<file path="src/verilog/host_pkg.sv">
`default_nettype none

// host read side of the trackball chip.
// the host reads one byte per access.
package host_pkg;

    // width of the host data bus.
    localparam int byte_w = 8;

    // count bits that travel in the high byte.
    localparam int count_hi_w = 4;

    // which axis the host wants to read.
    typedef enum logic {
        axis_x = 1'b0,
        axis_y = 1'b1
    } axis_sel_e;

    // which half of the count the host wants to read.
    typedef enum logic {
        byte_lo = 1'b0,
        byte_hi = 1'b1
    } byte_sel_e;

    // read controls, all plain levels.
    // csn high means the chip is not selected.
    typedef struct packed {
        logic      csn;
        byte_sel_e byte_sel;
        axis_sel_e axis_sel;
    } read_req_t;

    // the three ball buttons, low when pressed.
    typedef struct packed {
        logic leftn;
        logic rightn;
        logic middlen;
    } buttons_t;

    // high byte as the host sees it, top bit first.
    typedef struct packed {
        logic                  sfn;
        logic                  leftn;
        logic                  rightn;
        logic                  middlen;
        logic [count_hi_w-1:0] count_hi;
    } hi_byte_t;

endpackage

`default_nettype wire

</file>
<file path="src/verilog/trackball_pkg.sv">
`default_nettype none

// quadrature counting side of the trackball chip.
// one count per axis, two axes on the part.
package trackball_pkg;

    // width of one axis count, fixed by the part.
    localparam int count_w = 12;

    // signed position of one axis.
    // it wraps modulo 4096 in both directions.
    typedef logic [count_w-1:0] count_t;

    // one quadrature pair as it arrives from the ball.
    // a sits in bit 0 and b in bit 1.
    typedef struct packed {
        logic b;
        logic a;
    } quad_t;

    // decoded movement of one axis in one cycle.
    // only one of up or down can apply per cycle.
    typedef enum logic [1:0] {
        step_none = 2'd0,
        step_up   = 2'd1,
        step_down = 2'd2
    } step_e;

    // what each axis counter hands to the read port.
    // moved is high in the cycle whose closing edge applies a step,
    // so the counter flag can be raised at that same edge.
    typedef struct packed {
        count_t count;
        logic   moved;
    } axis_status_t;

endpackage

`default_nettype wire
</file>
<file path="src/verilog/ball_read_port.sv">
`timescale 1ns/100ps
`default_nettype none

// host side of the trackball chip.
// builds the byte asked for by the selects
// and drives the counter and switch flags.
module ball_read_port (
    input  wire                                clk,
    input  wire                                rst,
    input  wire trackball_pkg::axis_status_t   status_x,
    input  wire trackball_pkg::axis_status_t   status_y,
    input  wire host_pkg::buttons_t            buttons,
    input  wire host_pkg::read_req_t           read_req,
    output logic [host_pkg::byte_w-1:0]        dout,
    output logic                               cfn,
    output logic                               sfn
);

    // count of the axis picked by axis_sel.
    trackball_pkg::count_t sel_count;

    // the two candidate bytes.
    logic [host_pkg::byte_w-1:0] lo_byte;
    host_pkg::hi_byte_t          hi_byte;

    // byte that dout takes at the next edge.
    logic [host_pkg::byte_w-1:0] next_byte;

    // any button held down.
    logic any_pressed;

    // any axis stepping this cycle.
    logic any_moved;

    // axis mux.
    always_comb begin
        if (read_req.axis_sel == host_pkg::axis_y) begin
            sel_count = status_y.count;
        end else begin
            sel_count = status_x.count;
        end
    end

    // byte layout.
    // the low byte is just the bottom of the count.
    // the high byte carries the registered switch flag,
    // the live button levels and the top nibble of the count.
    always_comb begin
        lo_byte          = sel_count[host_pkg::byte_w-1:0];
        hi_byte.sfn      = sfn;
        hi_byte.leftn    = buttons.leftn;
        hi_byte.rightn   = buttons.rightn;
        hi_byte.middlen  = buttons.middlen;
        hi_byte.count_hi = sel_count[trackball_pkg::count_w-1 -: host_pkg::count_hi_w];
    end

    // byte mux.
    always_comb begin
        if (read_req.byte_sel == host_pkg::byte_hi) begin
            next_byte = hi_byte;
        end else begin
            next_byte = lo_byte;
        end
    end

    // buttons are active low, so one low input means pressed.
    assign any_pressed = !(buttons.leftn && buttons.rightn && buttons.middlen);

    assign any_moved = status_x.moved || status_y.moved;

    // output registers.
    // dout is valid one cycle after the selects.
    // reads never feed back into the counters.
    always_ff @(posedge clk or posedge rst) begin
        if (rst) begin
            dout <= '0;
            sfn  <= 1'b1;
            cfn  <= 1'b1;
        end else begin
            dout <= next_byte;
            // switch flag lags the buttons by one cycle.
            sfn  <= !any_pressed;
            // counter flag only reports while the host is away.
            // it drops at the same edge that applies the step.
            cfn  <= !(read_req.csn && any_moved);
        end
    end

endmodule

`default_nettype wire

</file>
<file path="src/verilog/quad_axis_counter.sv">
`timescale 1ns/100ps
`default_nettype none

// one axis of the trackball chip.
// turns a quadrature pair into up and down steps
// and keeps the wrapping 12-bit count.
module quad_axis_counter (
    input  wire                         clk,
    input  wire                         rst,
    input  wire trackball_pkg::quad_t   quad,
    input  wire                         clear_n,
    output trackball_pkg::axis_status_t status
);

    // input pair as sampled at the last edge.
    trackball_pkg::quad_t quad_q;

    // pair as it was one edge before that.
    trackball_pkg::quad_t quad_prev;

    // bit 0 tracks a, bit 1 tracks b.
    logic [1:0] chg;
    logic [1:0] chg_q;

    // direction of the last change per input, 1 for a rise.
    logic [1:0] phase;
    logic       phase_diff;

    // decoded step for this cycle.
    trackball_pkg::step_e step;

    // the axis count itself.
    trackball_pkg::count_t count;

    // an edge shows up as a difference between the two sampled values.
    assign chg = quad_q ^ quad_prev;

    // phases disagree on every other Gray state.
    assign phase_diff = phase[0] ^ phase[1];

    // sampling, edge capture and phase tracking.
    // an input change sampled at edge k is seen as an edge at k+1.
    always_ff @(posedge clk or posedge rst) begin
        if (rst) begin
            quad_q    <= '0;
            quad_prev <= '0;
            chg_q     <= '0;
            phase     <= '0;
        end else begin
            quad_q    <= quad;
            quad_prev <= quad_q;
            chg_q     <= chg;
            // a rise leaves the input at 1, a fall at 0.
            if (chg[0]) begin
                phase[0] <= quad_q.a;
            end
            if (chg[1]) begin
                phase[1] <= quad_q.b;
            end
        end
    end

    // decode the registered edges against the updated phases.
    // edge on a with unequal phases, or on b with equal ones, counts up.
    always_comb begin
        step = trackball_pkg::step_none;
        if ((chg_q[0] && phase_diff) || (chg_q[1] && !phase_diff)) begin
            step = trackball_pkg::step_up;
        end else if ((chg_q[0] && !phase_diff) || (chg_q[1] && phase_diff)) begin
            step = trackball_pkg::step_down;
        end
    end

    // count update, one cycle after the edge was seen.
    // the clear input wins over a step in the same cycle.
    always_ff @(posedge clk or posedge rst) begin
        if (rst) begin
            count <= '0;
        end else if (!clear_n) begin
            count <= '0;
        end else begin
            case (step)
                trackball_pkg::step_up: begin
                    count <= count + trackball_pkg::count_t'(1);
                end
                trackball_pkg::step_down: begin
                    // wraps to 4095 when counting down from zero.
                    count <= count - trackball_pkg::count_t'(1);
                end
                default: begin
                    count <= count;
                end
            endcase
        end
    end

    // status to the read port.
    // moved follows the decoder, so the flag sees every decoded step.
    always_comb begin
        status.count = count;
        status.moved = (step != trackball_pkg::step_none);
    end

endmodule

`default_nettype wire

</file>
<file path="src/verilog/trackball_counter.sv">
`timescale 1ns/100ps
`default_nettype none

// trackball counter chip.
// two quadrature axes, three buttons and a byte wide read port.
module trackball_counter (
    input  wire                          clk,
    input  wire                          rst,
    // ball quadrature pairs.
    input  wire trackball_pkg::quad_t    quad_x,
    input  wire trackball_pkg::quad_t    quad_y,
    // per axis count clears, low active.
    input  wire                          x_rstn,
    input  wire                          y_rstn,
    input  wire host_pkg::buttons_t      buttons,
    input  wire host_pkg::read_req_t     read_req,
    output wire [host_pkg::byte_w-1:0]   dout,
    // counter flag, low on activity while not selected.
    output wire                          cfn,
    // switch flag, low while a button is pressed.
    output wire                          sfn
);

    // count and step activity of each axis.
    trackball_pkg::axis_status_t status_x;
    trackball_pkg::axis_status_t status_y;

    // horizontal axis.
    quad_axis_counter u_axis_x (
        .clk     (clk),
        .rst     (rst),
        .quad    (quad_x),
        .clear_n (x_rstn),
        .status  (status_x)
    );

    // vertical axis.
    quad_axis_counter u_axis_y (
        .clk     (clk),
        .rst     (rst),
        .quad    (quad_y),
        .clear_n (y_rstn),
        .status  (status_y)
    );

    // host read port and flags.
    ball_read_port u_read_port (
        .clk      (clk),
        .rst      (rst),
        .status_x (status_x),
        .status_y (status_y),
        .buttons  (buttons),
        .read_req (read_req),
        .dout     (dout),
        .cfn      (cfn),
        .sfn      (sfn)
    );

endmodule

`default_nettype wire

</file>
<file path="config.mk">
export PLATFORM = sky130hd
export DESIGN_NAME = trackball_counter
export DESIGN_NICKNAME = d
export VERILOG_FILES = /design/src/verilog/host_pkg.sv /design/src/verilog/trackball_pkg.sv /design/src/verilog/ball_read_port.sv /design/src/verilog/quad_axis_counter.sv /design/src/verilog/trackball_counter.sv
export SDC_FILE = /design/constraint.sdc
export NUM_CORES = 1
export LEC_CHECK = 0
export ABC_AREA = 1
export BUFFER_PORTS_ARGS = -buffer_cell sky130_fd_sc_hd__buf_2
export CAP_MARGIN = 20
export CORE_MARGIN = 2
export CORE_UTILIZATION = 45
export DETAILED_ROUTE_END_ITERATION = 7
export HOLD_SLACK_MARGIN = 0.03
export MAX_ROUTING_LAYER = met4
export PLACE_DENSITY_LB_ADDON = 0.05
export REMOVE_ABC_BUFFERS = 1
export SLEW_MARGIN = 20
export SYNTH_ARGS = -nofsm -noshare
export SYNTH_HDL_FRONTEND = slang
export SYNTH_HIERARCHICAL = 1
export SYNTH_SLANG_ARGS = --single-unit
</file>
<file path="constraint.sdc">
create_clock -name clk -period 2.6 [get_ports clk]
set_input_delay 0.26 -clock clk [delete_from_list [all_inputs] [get_ports clk]]
set_output_delay 0.26 -clock clk [all_outputs]
set_load 0.02 [all_outputs]
</file>
==> results.json, run 1 <==
{
  "fin_tns_setup_ps": 0,
  "min_from": "quad_y[1]",
  "antenna_found_initial": 0,
  "vias_per_cell": 5.00,
  "synth_simple_gate_area_share_pct": 37.3,
  "dr.pass1.iters": 5,
  "cts_setup_buffers": 0,
  "met3_usage_pct": 2.93,
  "synth_area_um2": 3350,
  "cp-start-kind": "flop",
  "grtUsageTotal_pct": 21.2,
  "root_buffer": "clkbuf_8",
  "io_pins": 24,
  "drv_slew": 0,
  "fill_cells": 751,
  "synth_area_leaders": "dfrtp_1, nand2_1, inv_1",
  "p_leak_uw": 0.00201,
  "drive_gt1_share_pct": 15.3,
  "worst_ep_arrival_time_ps": 2470,
  "drt_iter0_drc": 220,
  "maxCapViolCount": 0,
  "die_area_um2": 8140,
  "synthCells": 489,
  "final_cell_mix": "nand2_1, inv_1, nand3_1",
  "synth_top_family_by_area": "simple AND/OR/NAND/NOR gates",
  "synth_seq_area_share_pct": 37.5,
  "reg2reg_from": "u_axis_y/chg_q[0]",
  "portBuffers": 23,
  "use_met2_pct": 32.8,
  "wirelength_um": 7940,
  "initial_core_util_pct": 46.4,
  "synth-adder-area-share_pct": 2.24,
  "crit_type": "flop to flop",
  "area_growth_pct": 9.91,
  "rsz0062_at_grt": "no",
  "core_um2": 7210,
  "wl_per_cell_um": 12.9,
  "ant_nets": 0,
  "cts_buffers": 5,
  "cts_tree": "built",
  "gp_congestion": 0.992,
  "yosysTopAreaCell": "dfrtp_1",
  "hold_viol": 0,
  "vdd_drop_max_mv": 0.340,
  "fin_crit_ps": 2270,
  "required_ps": 2800,
  "status": "finished clean",
  "busiest_layer": "met2",
  "grt_pass1_vias": 2869,
  "dp_hpwl_um": 5920,
  "cp-end-kind": "flop",
  "cts_sinks": 50,
  "timing.hold.ws_ps": 56.9,
  "max-slew-margin-rel_pct": 41.7,
  "p_per_area_nw_per_um2": 762,
  "antennaDiodeCount": 0,
  "grtUsageMet1_pct": 29.6,
  "synth_xor_area_share_pct": 1.31,
  "synth.avg_cell_area_um2": 6.84,
  "drc": 0,
  "insertion_delay_ps": 300,
  "ctsResizeCount": 0,
  "synth_cell_type_count": 26,
  "fp-row-count": 31,
  "final_common_cell": "nand2_1",
  "nets": 537,
  "final-setup-viol-count": 0,
  "synth_compound_area_share_pct": 9.46,
  "ctsHtreeMaxLevel": 2,
  "startpoint": "u_axis_y/chg_q[0]",
  "grt_overflow_total": 0,
  "yosys-mux-area-fraction_pct": 0,
  "period_share_pct": 87.2,
  "via_count": 3082,
  "synth-seq-cells": 50,
  "hold_path.class": "input port to flop",
  "worstPathMaxFanout": 12,
  "ys_warn_count": 6,
  "die_h_um": 90.2,
  "grt_pass1_wl_um": 13700,
  "grt_max_degree": 21,
  "dieWidth_um": 90.2,
  "clk_path_buf_depth": 2,
  "max_freq_ghz": 0.441,
  "tightest_slew_ps": 873,
  "yosysTopAreaCellShare_pct": 35.9,
  "path_clk_slew_ps": 100,
  "fin_skew_ps": 6.66
}
cell usage after synthesis, drive strengths merged:
master / instances
nor2: 26
ha: 6
xnor2: 2
dfrtp: 48
o21ai: 23
o41ai: 10
a21oi: 9
buf: 5
nand2: 178
and3: 1
nand3b: 2
inv: 97
o311ai: 2
dfstp: 2
o22ai: 7
nand3: 66
xor2: 3
nand4: 2
report_power, final:
part	internal, µW	switching [µW]
Combinational	405	733
Sequential	910	193
Clock	289	273
Total	1600	1200
logic make-up (layout without fill, tap and decap cells):
logic type | after synthesis | count (layout)
AND/OR/NAND/NOR | 275 | 275
XOR/XNOR | 5 | 5
AO/OA/AOI/OAI | 51 | 51
buffers and inverters | 102 | 131
flip-flops | 50 | 50
adder cells (fa/ha/maj) | 6 | 6
routing by layer:
layer | part of all wire, % | wire, µm | up-vias
met5 | 0 | 0 | -
met4 | 1.1 | 84 | 0
met3 | 3.6 | 283 | 6
met2 | 45 | 3600 | 76
met1 | 50 | 3970 | 1404
li1 | - | - | 1596
cell type report:
cell class	instances	area [µm²]	share of cell area [%]
inverters	97	364	9.90
flip-flops and latches	50	1250	34.1
well taps	99	124	3.37
clock inverters	3	43.8	1.19
multi-input cells	337	1680	45.8
repair buffers	26	140	3.81
clock buffers	5	68.8	1.87
path summary, 6_finish.rpt:
kind                                          to  slack [ps]  cells past startpoint
setup / recovery              u_axis_y/count[10]         330                     12
hold / removal                u_axis_y/quad_q[1]          60                      1
setup reg to reg              u_axis_y/count[10]         330                     12
hold reg to reg            u_axis_y/quad_prev[0]         410                      0
max in group asynchronous      u_axis_x/count[1]        1360                      3
min in group asynchronous    u_read_port/dout[0]         480                      3
what timing repair did:
action | in CTS | in global routing
endpoints found under the setup margin | 0 | 0
hold buffers | 1 | 0
endpoints found under the hold margin | 8 | 0
worst max-delay path, stage by stage (launching register included):
cell     delay, ps
dfrtp_1        410
inv_1          100
nand2_2        170
nand3_4        210
inv_2          130
ha_1           390
nand2_1         70
nor2_1         220
nand3_1        200
nand2_1        110
nand2_1         50
nand3_1         60
nand2_1         50
per-stage QoR:
| stage | total power [µW] | worst slack [ps] | util, % | area (µm²) | cells |
|---|---|---|---|---|---|
| after detailed placement | 2240 | 433 | 49.3 | 3550 | 608 |
| final | 2800 | 332 | 51.0 | 3680 | 617 |
| after CTS | 2810 | 401 | 51.0 | 3680 | 617 |
| after global placement | 2240 | 461 | 49.3 | 3550 | 608 |
| after floorplan | 1950 | 688 | - | 3300 | 484 |
| after global routing | 3060 | 190 | 51.0 | 3680 | 617 |
registers in the layout, summed over array words and instances, names as in the netlist:
name and flops:
u_read_port/cfn 1, u_read_port/dout 8, u_axis_x/quad_prev 2, u_axis_y/count 12
u_axis_y/chg_q 2, u_axis_y/phase 2, u_axis_x/count 12, u_axis_y/quad_prev 2
u_read_port/sfn 1, u_axis_x/phase 2, u_axis_x/chg_q 2, u_axis_x/quad_q 2
u_axis_y/quad_q 2
Power figures use the tool's default switching activity.
==> run 2, diff against run 1 <==
--- a/config.mk
+++ b/config.mk
@@ -5,15 +5,14 @@
 export SDC_FILE = /design/constraint.sdc
 export NUM_CORES = 1
 export LEC_CHECK = 0
-export ABC_AREA = 1
 export BUFFER_PORTS_ARGS = -buffer_cell sky130_fd_sc_hd__buf_2
 export CAP_MARGIN = 20
 export CORE_MARGIN = 2
 export CORE_UTILIZATION = 45
 export DETAILED_ROUTE_END_ITERATION = 7
 export HOLD_SLACK_MARGIN = 0.03
-export MAX_ROUTING_LAYER = met4
 export PLACE_DENSITY_LB_ADDON = 0.05
+export RECOVER_POWER = 50
 export REMOVE_ABC_BUFFERS = 1
 export SLEW_MARGIN = 20
 export SYNTH_ARGS = -nofsm -noshare
==> run 2 against run 1 <==
Compared with the run above:
- via count fell by 13%
- clock-buffer cell count grew 2
- wire length shrank 0.69%
- first-iteration DRC count up 0.91%
- maximum frequency is 7.8% lower
- global-route usage down 0.94 points
- clock power down 19%
- total power rose by 4.2%
- non-clock buffer count rose by 20
- die area down 0.39%
- setup slack lost 190 ps
- highest routed layer unchanged
==> results.json, run 2 <==
{
  "drv_slew": 0,
  "synth_area_leaders": "dfrtp_1, mux2i_1, nor2_1",
  "yosysMostFrequentCell": "dfrtp_1",
  "met3_usage_pct": 3.60,
  "hold_path.class": "input port to flop",
  "required_ps": 2820,
  "cts_tree": "built",
  "synthCells": 351,
  "die_h_um": 90.1,
  "comb_power_share_pct": 45.0,
  "fill_cells": 675,
  "path_buf_inv": 0,
  "core_um2": 7210,
  "final-setup-viol-count": 0,
  "grtUsageTotal_pct": 20.2,
  "synthFlopType": "dfrtp_1",
  "hold_viol": 0,
  "drt_iter0_drc": 222,
  "setup_ws_ps": 139,
  "grt_pass1_wl_um": 13400,
  "p_per_area_nw_per_um2": 760,
  "initial_core_util_pct": 46.2,
  "synth-edff-count": 0,
  "cp_top_family": "multiplexers",
  "postPlaceCellArea_um2": 3620,
  "use_met2_pct": 30.3,
  "fin_crit_ps": 2460,
  "yosysTopAreaCellShare_pct": 36.0,
  "root_buffer": "clkbuf_8",
  "area_growth_pct": 15.4,
  "vias_per_cell": 5.53,
  "cp-end-kind": "flop",
  "final_common_cell": "dfrtp_1",
  "grt_max_degree": 21,
  "worstPathMaxFanout": 4,
  "max-slew-margin-rel_pct": 47.2,
  "synth-seq-cells": 50,
  "ant_nets": 0,
  "power_frac_seq_pct": 39.4,
  "clk_path_buf_depth": 2,
  "ys_warn_count": 6,
  "crit_slowest_cell": "dfrtp_2",
  "critPathMaxStageDelay_ps": 450,
  "fp-row-count": 31,
  "fin_skew_ps": 10.1,
  "ctsHtreeMaxLevel": 2,
  "maxCapViolCount": 0,
  "worst_ep_arrival_time_ps": 2680,
  "dpl_worst_slack_ps": -18.9,
  "io_pins": 24,
  "crit_type": "flop to flop",
  "tightest_slew_ps": 791,
  "intPower_uw": 1760,
  "gp_congestion": 0.868,
  "dr.pass1.iters": 5,
  "share_clk_of_total_power_pct": 15.6,
  "drc": 0,
  "insertion_delay_ps": 300,
  "wl_per_cell_um": 16.2,
  "synth.avg_cell_area_um2": 9.49,
  "rsz0062_at_grt": "yes",
  "die_area_um2": 8110,
  "cp-start-kind": "flop",
  "max_freq_ghz": 0.406,
  "cts_sinks": 50,
  "final_cell_mix": "dfrtp_1, nor2_1, nand2_1",
  "cts_buffers": 5,
  "yosysTopAreaCell": "dfrtp_1",
  "status": "finished clean",
  "antennaDiodeCount": 0,
  "grt_pass1_vias": 2540,
  "synth_area_um2": 3330,
  "async_flop_share_pct": 100,
  "via_count": 2689,
  "synth_cell_type_count": 50,
  "dp_hpwl_um": 5810,
  "nets": 406,
  "dieWidth_um": 90.1,
  "wirelength_um": 7880,
  "synthTopCellsByCount": "dfrtp_1, nor2_1, nand2_1",
  "largestRegisters": "u_axis_x/count x12, u_axis_y/count x12, u_read_port/dout x8",
  "netSwitchingPower_uw": 1160,
  "busiest_layer": "met1",
  "path_clk_slew_ps": 80,
  "period_share_pct": 94.6,
  "p_leak_uw": 0.00168,
  "power_uw": 2920,
  "design_area_um2": 3840,
  "vdd_drop_max_mv": 0.268,
  "synth_seq_area_share_pct": 37.6,
  "drive_gt1_share_pct": 20.9,
  "postLayoutCoreUtil_pct": 53.3,
  "grtUsageMet1_pct": 31.2,
  "netSwitchingFraction_pct": 39.7,
  "path_cells": "xor2_4 > mux2_4 > xnor2_2 > ha_2 > nand2_1 > or4_4 > o32ai_2 > mux2i_1",
  "portBuffers": 23,
  "antenna_found_initial": 0,
  "grt_overflow_total": 0
}
-- run 2: changes by cell type after synthesis, moves of 12 or more --
cell | before | now
nand2b_1 | 0 | 14
mux2i_1 | 0 | 26
nand2_2 | 17 | 0
inv_1 | 85 | 17
o21ai_0 | 21 | 9
nand3_1 | 57 | 10
nand2_1 | 160 | 28
-- run 2: cell families (layout without fill, tap and decap cells) --
group | count (synthesis) | after routing | share of synthesized area (%)
xor gates and xnor gates | 20 | 20 | 6.38
DFF | 50 | 50 | 37.6
AOI/OAI and AO/OA | 49 | 49 | 10.3
muxes | 34 | 34 | 12.1
and+or+nand+nor | 151 | 151 | 24.8
buffers and inverters | 37 | 73 | 5.33
adders and majority gates | 10 | 10 | 3.45
-- run 2: worst paths after layout --
check,startpoint,to,slack (ps),cells past startpoint
worst min-delay path,quad_x[1],u_axis_x/quad_q[1],70,1
max in group asynchronous,rst,u_axis_x/phase[1],1380,3
worst max register to register,u_axis_x/phase[0],u_axis_x/count[8],140,8
worst min register to register,u_axis_x/quad_q[1],u_axis_x/quad_prev[1],430,0
min in group asynchronous,rst,u_read_port/dout[1],470,3
worst max-delay path,u_axis_x/phase[0],u_axis_x/count[8],140,8
-- run 2: layer usage --
layer / part of all wire, % / wire length, µm
met2: 45 / 3570
met1: 50 / 3970
met4: 0.30 / 24
met5: 0 / 0
met3: 4.0 / 319
-- run 2: per-stage QoR --
stage,hold slack [ps],setup TNS (ps),cells
after global routing,46.9,-81.1,486
after global placement,262,0,476
after CTS,57.2,0,485
after floorplan,98.7,-247,333
final,70.1,0,486
after detailed placement,263,-34.4,476
-- run 2: power groups by stage --
stage / logic (µW) / registers [µW] / clock network (µW)
6_report: 1310 / 1150 / 455
4_1_cts: 1230 / 1130 / 475
5_1_grt: 1460 / 1180 / 514
2_1_floorplan: 822 / 1130 / 0
3_3_place_gp: 1220 / 1150 / 0
3_5_place_dp: 1230 / 1140 / 0
-- run 2: worst register-to-register path, cell delays in order (launching register included) --
cell     delay (ps)
dfrtp_2         450
xor2_4          180
mux2_4          350
xnor2_2         150
ha_2            230
nand2_1          80
or4_4           450
o32ai_2         290
mux2i_1         200
-- run 2: repair_timing --
action                                  4_1_cts  5_1_grt
endpoints found under the setup margin        2        3
endpoints found under the hold margin         8        0
buffers inserted                              0        1
hold buffers                                  1        0
resized for setup                             0       26
pin swaps                                     2        4
-- run 2: cell type report --
cell class / instances / area, µm² / area share (%)
multi-input cells: 264 / 2020 / 52.7
flip-flops and latches: 50 / 1260 / 32.7
repair buffers: 46 / 273 / 7.10
well taps: 99 / 124 / 3.22
clock buffers: 7 / 86.3 / 2.25
inverters: 19 / 73.8 / 1.92
clock inverters: 1 / 5.00 / 0.130
